===== src/rtl/conv_pkg.sv =====
// Shared types for the 1D convolution engine

package conv_pkg;

    ////////////////////////////////////////////////////////////////////
    // Command opcodes from the outside
    ////////////////////////////////////////////////////////////////////

    typedef enum logic [1:0] {
        // Idle slot, nothing happens
        OP_NOP     = 2'd0,
        // Write one weight into one channel
        OP_LOAD_WT = 2'd1,
        // One input sample for all channels
        OP_SAMPLE  = 2'd2,
        // Drop current window, zero accumulators
        OP_CLEAR   = 2'd3
    } cmd_op_e;

    ////////////////////////////////////////////////////////////////////
    // Output serializer states
    ////////////////////////////////////////////////////////////////////

    typedef enum logic {
        DRAIN_IDLE  = 1'b0,
        DRAIN_SHIFT = 1'b1
    } drain_state_e;

endpackage


===== src/rtl/pe_feed_if.sv =====
`timescale 1ns/10ps

// Broadcast from the feeder to every processing element
interface pe_feed_if #(
    parameter int DATA_WIDTH = 16,
    parameter int N_PE       = 4,
    parameter int MAX_K      = 8
);

    // Sample stream
    logic                         smp_valid;
    // Last tap of the current window
    logic                         smp_last;
    logic [$clog2(MAX_K)-1:0]     smp_tap;
    logic signed [DATA_WIDTH-1:0] smp_data;

    // Weight write, one channel selected by wt_pe
    logic                         wt_we;
    logic [$clog2(N_PE)-1:0]      wt_pe;
    logic [$clog2(MAX_K)-1:0]     wt_tap;
    logic signed [DATA_WIDTH-1:0] wt_data;

    // Abandon window, zero both pipeline stages
    logic                         clear;

    modport feeder (
        output smp_valid, smp_last, smp_tap, smp_data,
        output wt_we, wt_pe, wt_tap, wt_data,
        output clear
    );

    modport pe (
        input smp_valid, smp_last, smp_tap, smp_data,
        input wt_we, wt_pe, wt_tap, wt_data,
        input clear
    );

endinterface


===== src/rtl/conv_feeder.sv =====
`timescale 1ns/10ps

module conv_feeder #(
    parameter int DATA_WIDTH = 16,
    parameter int N_PE       = 4,
    parameter int MAX_K      = 8
) (
    input  logic                         clk,
    input  logic                         rstn,
    input  logic                         cmd_valid,
    input  conv_pkg::cmd_op_e            cmd_op,
    input  logic [$clog2(N_PE)-1:0]      cmd_pe,
    input  logic [$clog2(MAX_K)-1:0]     cmd_tap,
    input  logic [DATA_WIDTH-1:0]        cmd_data,
    input  logic [$clog2(MAX_K+1)-1:0]   kernel_size,
    pe_feed_if.feeder                    feed
);
    import conv_pkg::*;

    localparam int TAP_W = $clog2(MAX_K);
    localparam int KS_W  = $clog2(MAX_K+1);

    // Position of the next sample inside the window
    logic [TAP_W-1:0] tap_cnt;
    logic             tap_is_last;

    // One-hot command decode
    logic             is_sample;
    logic             is_load;
    logic             is_clear;

    ////////////////////////////////////////////////////////////////////
    // Command decode
    ////////////////////////////////////////////////////////////////////

    always_comb begin
        is_sample = 1'b0;
        is_load   = 1'b0;
        is_clear  = 1'b0;
        case (cmd_op)
            OP_SAMPLE:  is_sample = cmd_valid;
            OP_LOAD_WT: is_load   = cmd_valid;
            OP_CLEAR:   is_clear  = cmd_valid;
            // OP_NOP falls through, nothing to broadcast
            default: ;
        endcase
    end

    // Window ends on tap kernel_size-1
    assign tap_is_last = (KS_W'(tap_cnt) == (kernel_size - KS_W'(1)));

    ////////////////////////////////////////////////////////////////////
    // Strobes and tap counter
    ////////////////////////////////////////////////////////////////////

    always_ff @(posedge clk or negedge rstn) begin
        if (!rstn) begin
            feed.smp_valid <= 1'b0;
            feed.smp_last  <= 1'b0;
            feed.wt_we     <= 1'b0;
            feed.clear     <= 1'b0;
            tap_cnt        <= '0;
        end else begin
            feed.smp_valid <= is_sample;
            feed.smp_last  <= is_sample & tap_is_last;
            feed.wt_we     <= is_load;
            feed.clear     <= is_clear;
            // Clear restarts the window at tap 0
            if (is_clear) begin
                tap_cnt <= '0;
            end else if (is_sample) begin
                tap_cnt <= tap_is_last ? '0 : tap_cnt + 1'b1;
            end
        end
    end

    // Payload fields, only meaningful with their strobe
    always_ff @(posedge clk) begin
        if (is_sample) begin
            feed.smp_tap  <= tap_cnt;
            feed.smp_data <= cmd_data;
        end
        if (is_load) begin
            feed.wt_pe   <= cmd_pe;
            feed.wt_tap  <= cmd_tap;
            feed.wt_data <= cmd_data;
        end
    end

endmodule


===== src/rtl/conv_pe.sv =====
`timescale 1ns/10ps

module conv_pe #(
    parameter int DATA_WIDTH = 16,
    parameter int N_PE       = 4,
    parameter int MAX_K      = 8,
    parameter int ACC_WIDTH  = 35,
    parameter int PE_ID      = 0
) (
    input  logic                        clk,
    input  logic                        rstn,
    pe_feed_if.pe                       feed,
    output logic                        res_valid,
    output logic signed [ACC_WIDTH-1:0] res_data
);

    localparam int              PE_W   = $clog2(N_PE);
    localparam int              PROD_W = 2*DATA_WIDTH;
    localparam logic [PE_W-1:0] MY_ID  = PE_W'(PE_ID);

    // Filter taps of this channel
    logic signed [DATA_WIDTH-1:0] wt_mem [MAX_K];
    logic signed [DATA_WIDTH-1:0] wt_sel;

    // Stage 1, registered product
    logic signed [PROD_W-1:0]     prod;
    logic signed [ACC_WIDTH-1:0]  prod_ext;
    logic                         prod_vld;
    logic                         prod_last;

    // Stage 2, window accumulator
    logic signed [ACC_WIDTH-1:0]  acc;
    // Next product opens a new window
    logic                         acc_restart;

    ////////////////////////////////////////////////////////////////////
    // Weight registers
    ////////////////////////////////////////////////////////////////////

    always_ff @(posedge clk or negedge rstn) begin
        if (!rstn) begin
            for (int k = 0; k < MAX_K; k++) begin
                wt_mem[k] <= '0;
            end
        end else if (feed.wt_we && (feed.wt_pe == MY_ID)) begin
            wt_mem[feed.wt_tap] <= feed.wt_data;
        end
    end

    assign wt_sel = wt_mem[feed.smp_tap];

    ////////////////////////////////////////////////////////////////////
    // Multiply then accumulate
    ////////////////////////////////////////////////////////////////////

    always_ff @(posedge clk or negedge rstn) begin
        if (!rstn) begin
            prod      <= '0;
            prod_vld  <= 1'b0;
            prod_last <= 1'b0;
        end else if (feed.clear) begin
            // Pending last is dropped here
            prod      <= '0;
            prod_vld  <= 1'b0;
            prod_last <= 1'b0;
        end else begin
            prod_vld  <= feed.smp_valid;
            prod_last <= feed.smp_valid & feed.smp_last;
            if (feed.smp_valid) begin
                prod <= feed.smp_data * wt_sel;
            end
        end
    end

    // Sign extend to accumulator width
    assign prod_ext = {{(ACC_WIDTH-PROD_W){prod[PROD_W-1]}}, prod};

    always_ff @(posedge clk or negedge rstn) begin
        if (!rstn) begin
            acc         <= '0;
            acc_restart <= 1'b0;
            res_valid   <= 1'b0;
        end else if (feed.clear) begin
            acc         <= '0;
            acc_restart <= 1'b0;
            res_valid   <= 1'b0;
        end else begin
            res_valid <= prod_vld & prod_last;
            if (prod_vld) begin
                // First product of a window replaces the old sum
                acc         <= acc_restart ? prod_ext : acc + prod_ext;
                acc_restart <= prod_last;
            end
        end
    end

    // Sum is stable while res_valid is high
    assign res_data = acc;

endmodule


===== src/rtl/conv_drain.sv =====
`timescale 1ns/10ps

module conv_drain #(
    parameter int N_PE      = 4,
    parameter int ACC_WIDTH = 35
) (
    input  logic                              clk,
    input  logic                              rstn,
    input  logic [N_PE-1:0]                   res_valid,
    input  logic [N_PE-1:0][ACC_WIDTH-1:0]    res_data,
    output logic                              out_valid,
    output logic [$clog2(N_PE)-1:0]           out_ch,
    output logic signed [ACC_WIDTH-1:0]       out_data
);
    import conv_pkg::*;

    localparam int CH_W = $clog2(N_PE);

    drain_state_e                   state;
    // Results of one window, one entry per channel
    logic [N_PE-1:0][ACC_WIDTH-1:0] bank;

    ////////////////////////////////////////////////////////////////////
    // Serializer FSM
    ////////////////////////////////////////////////////////////////////

    // Last output cycle already sits in DRAIN_IDLE,
    // so back-to-back windows load without a gap
    always_ff @(posedge clk or negedge rstn) begin
        if (!rstn) begin
            state     <= DRAIN_IDLE;
            out_valid <= 1'b0;
            out_ch    <= '0;
        end else begin
            case (state)
                DRAIN_IDLE: begin
                    // All channels end together, channel 0 stands for all
                    if (res_valid[0]) begin
                        out_valid <= 1'b1;
                        out_ch    <= '0;
                        state     <= DRAIN_SHIFT;
                    end else begin
                        out_valid <= 1'b0;
                    end
                end
                DRAIN_SHIFT: begin
                    out_ch <= out_ch + 1'b1;
                    // Leave one cycle before the last channel goes out
                    if (out_ch == CH_W'(N_PE-2)) begin
                        state <= DRAIN_IDLE;
                    end
                end
                default: state <= DRAIN_IDLE;
            endcase
        end
    end

    // Result bank, loaded once per window
    always_ff @(posedge clk) begin
        if ((state == DRAIN_IDLE) && res_valid[0]) begin
            bank <= res_data;
        end
    end

    assign out_data = $signed(bank[out_ch]);

endmodule


===== src/rtl/conv_array.sv =====
`timescale 1ns/10ps

module conv_array #(
    parameter int DATA_WIDTH = 16,
    parameter int N_PE       = 4,
    parameter int MAX_K      = 8,
    parameter int ACC_WIDTH  = 35
) (
    input  logic                        clk,
    input  logic                        rstn,
    input  logic                        cmd_valid,
    input  conv_pkg::cmd_op_e           cmd_op,
    input  logic [$clog2(N_PE)-1:0]     cmd_pe,
    input  logic [$clog2(MAX_K)-1:0]    cmd_tap,
    input  logic [DATA_WIDTH-1:0]       cmd_data,
    input  logic [$clog2(MAX_K+1)-1:0]  kernel_size,
    output logic                        out_valid,
    output logic [$clog2(N_PE)-1:0]     out_ch,
    output logic signed [ACC_WIDTH-1:0] out_data
);

    // Per-channel results towards the drain
    logic [N_PE-1:0]                res_valid;
    logic [N_PE-1:0][ACC_WIDTH-1:0] res_data;

    ////////////////////////////////////////////////////////////////////
    // Feeder drives the shared broadcast
    ////////////////////////////////////////////////////////////////////

    pe_feed_if #(.DATA_WIDTH(DATA_WIDTH), .N_PE(N_PE), .MAX_K(MAX_K)) feed_if ();

    conv_feeder #(.DATA_WIDTH(DATA_WIDTH), .N_PE(N_PE), .MAX_K(MAX_K)) feeder_i (
        .clk         (clk),
        .rstn        (rstn),
        .cmd_valid   (cmd_valid),
        .cmd_op      (cmd_op),
        .cmd_pe      (cmd_pe),
        .cmd_tap     (cmd_tap),
        .cmd_data    (cmd_data),
        .kernel_size (kernel_size),
        .feed        (feed_if.feeder)
    );

    // One element per output channel
    for (genvar i = 0; i < N_PE; i++) begin : g_pe
        conv_pe #(
            .DATA_WIDTH (DATA_WIDTH),
            .N_PE       (N_PE),
            .MAX_K      (MAX_K),
            .ACC_WIDTH  (ACC_WIDTH),
            .PE_ID      (i)
        ) pe_i (
            .clk       (clk),
            .rstn      (rstn),
            .feed      (feed_if.pe),
            .res_valid (res_valid[i]),
            .res_data  (res_data[i])
        );
    end

    conv_drain #(.N_PE(N_PE), .ACC_WIDTH(ACC_WIDTH)) drain_i (
        .clk       (clk),
        .rstn      (rstn),
        .res_valid (res_valid),
        .res_data  (res_data),
        .out_valid (out_valid),
        .out_ch    (out_ch),
        .out_data  (out_data)
    );

endmodule


===== config.mk =====
export PLATFORM = sky130hd
export DESIGN_NAME = conv_array
export DESIGN_NICKNAME = d
export VERILOG_FILES = /design/src/rtl/conv_pkg.sv /design/src/rtl/pe_feed_if.sv /design/src/rtl/conv_feeder.sv /design/src/rtl/conv_pe.sv /design/src/rtl/conv_drain.sv /design/src/rtl/conv_array.sv
export SDC_FILE = /design/constraint.sdc
export NUM_CORES = 2
export LEC_CHECK = 0
export BUFFER_PORTS_ARGS = -buffer_cell sky130_fd_sc_hd__clkbuf_2
export CAP_MARGIN = 20
export CORE_MARGIN = 2
export CORE_UTILIZATION = 53
export CTS_CLUSTER_SIZE = 25
export DETAILED_ROUTE_END_ITERATION = 10
export PLACE_DENSITY = 0.71
export SLEW_MARGIN = 20
export SYNTH_ARGS = -nofsm -noshare
export SYNTH_HDL_FRONTEND = slang
export SYNTH_SLANG_ARGS = --single-unit

===== constraint.sdc =====
create_clock -name clk -period 15.9 [get_ports clk]
set_input_delay 3.18 -clock clk [delete_from_list [all_inputs] [get_ports clk]]
set_output_delay 3.18 -clock clk [all_outputs]
set_load 0.05 [all_outputs]

==> metrics.txt <==
Synth area leader fa_1; Max Fclk 110 MHz; Die Wd 409 µm; Placed Cells ~10k; fin util between 50 and 60%; Rel. slew slack 22.5%; met3 usage in global routing 4.73%; layout cell share with drive strength beyond 1 14.2%; fin cells ~10k; IO Port Bufs 67; first-pass GRT wire length roughly 350 mm; Tcrit/Tclk final 57.2%; Slew Limit Fails 0; DR pass1 iterations 5; Pleak 45.0 nW; status complete, no violations; die footprint 167,000 µm²; routed vias/inst between 5 and 6; Tightest Pin Transition 1.16 ns; IO Count 68; antenna violations before repair 3; Clk Latency, worst-skew pair a little under 0.8 ns; CTS resizes 0; met1 usage between 30% and 40%; EDFF count, synth 180; Wirelength per Cell 21.3 µm; vias in the first global route 62.6k; Synth Flop Type dfrtp_1; largest cells by area after synthesis fa_1 (24%), dfrtp_1 (23%), mux2_2 (7.1%), ha_1 (6.7%), edfxtp_1 (6.2%); core area 163,000 µm²; via count 58.4k; Clock transition at path regs about 0.060 ns; DRC 0; Crit path arrival time about 9.7 ns; RSZ-0062 raised after global routing no; pin count of the biggest net entering global routing 183; Hold Buf Count CTS 0; Mapped Nets 9,620; Fillers between 10k and 15k; Startpoint Class register; grt total ovfl 0; worst IR drop on VDD 0.0989 mV; Setup TNS Final 0 ns; Die H 409 µm; # H-tree levels 3; Critical Path Fanout Max 35; Root Driver clkbuf_16; CTS tree yes; DR iter-0 viols 4,513; post-DP HPWL 157 mm; sequential share of the synthesized area between 20% and 30%; GRT Max-Usage Layer met2; Mapped Area 87,000 µm²; Post-CTS Setup Inserts 0; Routability Congestion 0.916; syn_area_per_cell 10.8 µm²; share of the synthesized area in the top cell type 24.2%; count of final setup violators 0; count of cell types in the netlist 90; PwrDens 123 nW/µm²; critical path capture point type register; initial core utilization between 50% and 60%; Tightest Hold Check Type register to register; # clock sinks 975; Routed Antenna Nets 0; number of cell rows 148; Setup CP Type register to register; Hold Vio Cnt, Final 0; Cells after Synth 8,071; min Tclk post-route roughly 9.1 ns; max cap viols 0; #FFs+latches synth approximately 980; Total Power 11.5 mW; asr flop ratio synth between 80% and 90%; Synthesis Warnings 0; area grow syn2layout 7.21%; CTS Buf Count between 100 and 150; final WL 217 mm; Final Skew 0.0710 ns; maximum buffer depth of the clock tree 3; gr usage total 26.8%; nets between 9k and 10k; M2 GR Usage a little over two fifths; Critical Path RT 16.49 ns
-- sequential cells by signal, summed over array words and instances (netlist names) --
register / count
g_pe.pe_i.wt_mem: 512
g_pe.pe_i.prod_last: 1
g_pe.pe_i.res_data: 140
feeder_i.feed.wt_data: 16
feeder_i.feed.wt_pe: 2
drain_i.state: 1
feeder_i.feed.smp_valid: 1
drain_i.out_ch: 2
g_pe.pe_i.acc_restart: 1
drain_i.bank: 140
drain_i.out_valid: 1
feeder_i.feed.smp_data: 16
feeder_i.feed.wt_tap: 3
feeder_i.feed.wt_we: 1
feeder_i.feed.smp_last: 1
g_pe.pe_i.prod_vld: 1
feeder_i.tap_cnt: 3
feeder_i.feed.smp_tap: 3
g_pe.pe_i.prod: 128
g_pe.pe_i.res_valid: 1
feeder_i.feed.clear: 1
-- report_power, final --
part           leakage (nW)  internal [mW]  switching (mW)
registers              12.3           2.90           0.400
logic                  31.0           2.33            3.28
clock network          1.77           1.46            1.09
-- final cells by class --
class	instances	area (µm²)	area share, %
tap	2175	2720	2.92
clock inverter	56	736	0.789
multi-input combinational	5460	55700	59.7
clock buffer	139	2900	3.11
antenna	2	5.00	0.00536
sequential	975	25300	27.1
inverter	1225	4600	4.94
timing repair buffer	174	1330	1.42
-- cells in the mapped netlist, types with 16 or more instances --
| cell | instances |
|---|---|
| a31oi_1 | 20 |
| mux4_2 | 163 |
| a211oi_1 | 66 |
| o21ai_0 | 219 |
| o211ai_1 | 64 |
| nand2_1 | 702 |
| and3_1 | 22 |
| nand3_1 | 33 |
| or2_2 | 24 |
| and2_1 | 180 |
| mux2i_1 | 119 |
| mux2_2 | 551 |
| clkbuf_1 | 366 |
| edfxtp_1 | 180 |
| nand2b_1 | 113 |
| a21oi_1 | 204 |
| buf_1 | 42 |
| dfrtp_1 | 795 |
| inv_1 | 1224 |
| xor2_1 | 70 |
| o21a_1 | 32 |
| ha_1 | 467 |
| fa_1 | 1052 |
| nor3_1 | 50 |
| or3_1 | 16 |
| a21o_1 | 109 |
| xnor2_1 | 178 |
| nor2b_1 | 349 |
| nor2_1 | 399 |
| a311oi_1 | 41 |
| o21bai_1 | 30 |
-- cells in the final DEF (no fill, tap or decap), types with 12 or more instances in the layout --
master	n
mux4_2	163
nand4_1	12
mux2i_1	109
o21ai_0	219
fa_1	1052
and2_1	180
edfxtp_1	180
or2_2	24
a31oi_1	20
clkbuf_1	22
a311oi_1	41
xor2_1	70
nand2_1	702
mux2_2	551
or3_1	16
nor2b_1	349
nor2_1	388
nor3_1	50
dfrtp_1	790
clkbuf_16	107
nand2b_1	113
clkbuf_2	66
nand3_1	33
and3_1	22
clkinv_2	24
buf_4	89
a21o_1	109
xnor2_1	178
o21ai_1	13
o21bai_1	30
inv_1	1222
ha_1	467
a211oi_1	66
a21oi_1	204
o211ai_1	64
o21a_1	32
-- cell families (layout without fill, tap and decap cells) --
logic type | after synthesis | after routing | synth area share, %
xor+xnor | 248 | 248 | 2.50
simple gates | 1940 | 1940 | 10.7
flops | 975 | 975 | 29.1
fa+ha+maj | 1519 | 1519 | 30.9
compound gates | 920 | 920 | 7.00
other cells | 0 | 2 | 0
mux | 833 | 833 | 12.7
buf+inv | 1636 | 1594 | 7.06
-- metrics by stage --
step,hold WS (ns),setup WS (ns),area [µm²]
3_3_place_gp,0.465,6.95,89400
6_report,0.467,6.80,93300
2_1_floorplan,0.428,8.00,87000
4_1_cts,0.470,6.84,93000
3_5_place_dp,0.467,6.84,89400
5_1_grt,0.493,6.30,93300
-- layer usage --
layer  wire length [µm]  part of all wire, %  vias up
met5                 34                0.016        -
met4               7210                  3.3        4
met3              15800                  7.2      361
met2             100000                   46     1934
met1              94500                   43    30110
li1                   -                    -    26009
-- path summary, 6_finish.rpt --
path                                            from                       end  slack [ns]  depth (start not counted)
max in group asynchronous                       rstn   g_pe[3].pe_i.wt_mem[11]       10.40                          4
max                         feeder_i.feed.smp_tap[0]     g_pe[0].pe_i.prod[31]        6.80                         25
min                        g_pe[3].pe_i.res_data[15]         drain_i.bank[120]        0.47                          0
min in group asynchronous                       rstn  g_pe[2].pe_i.res_data[9]        2.34                          1
max reg2reg                 feeder_i.feed.smp_tap[0]     g_pe[0].pe_i.prod[31]        6.80                         25
min reg2reg                g_pe[3].pe_i.res_data[15]         drain_i.bank[120]        0.47                          0
-- worst max-delay path: stages (launching register included) --
cell	delay, ns
edfxtp_1	0.83
buf_4	0.69
mux4_2	0.60
mux2i_2	0.79
nor2b_1	0.16
fa_1	0.57
inv_1	0.05
fa_1	0.46
fa_1	0.50
fa_1	0.55
inv_1	0.05
fa_1	0.48
inv_1	0.05
fa_1	0.48
inv_1	0.04
ha_1	0.37
nand3_1	0.12
a2111oi_0	0.57
nor4_1	0.16
o31ai_1	0.41
a21o_1	0.28
a211o_1	0.21
a41o_1	0.19
a21oi_1	0.07
xnor2_1	0.15
o21ai_1	0.07
No activity file was read; power rests on OpenSTA's default activity.
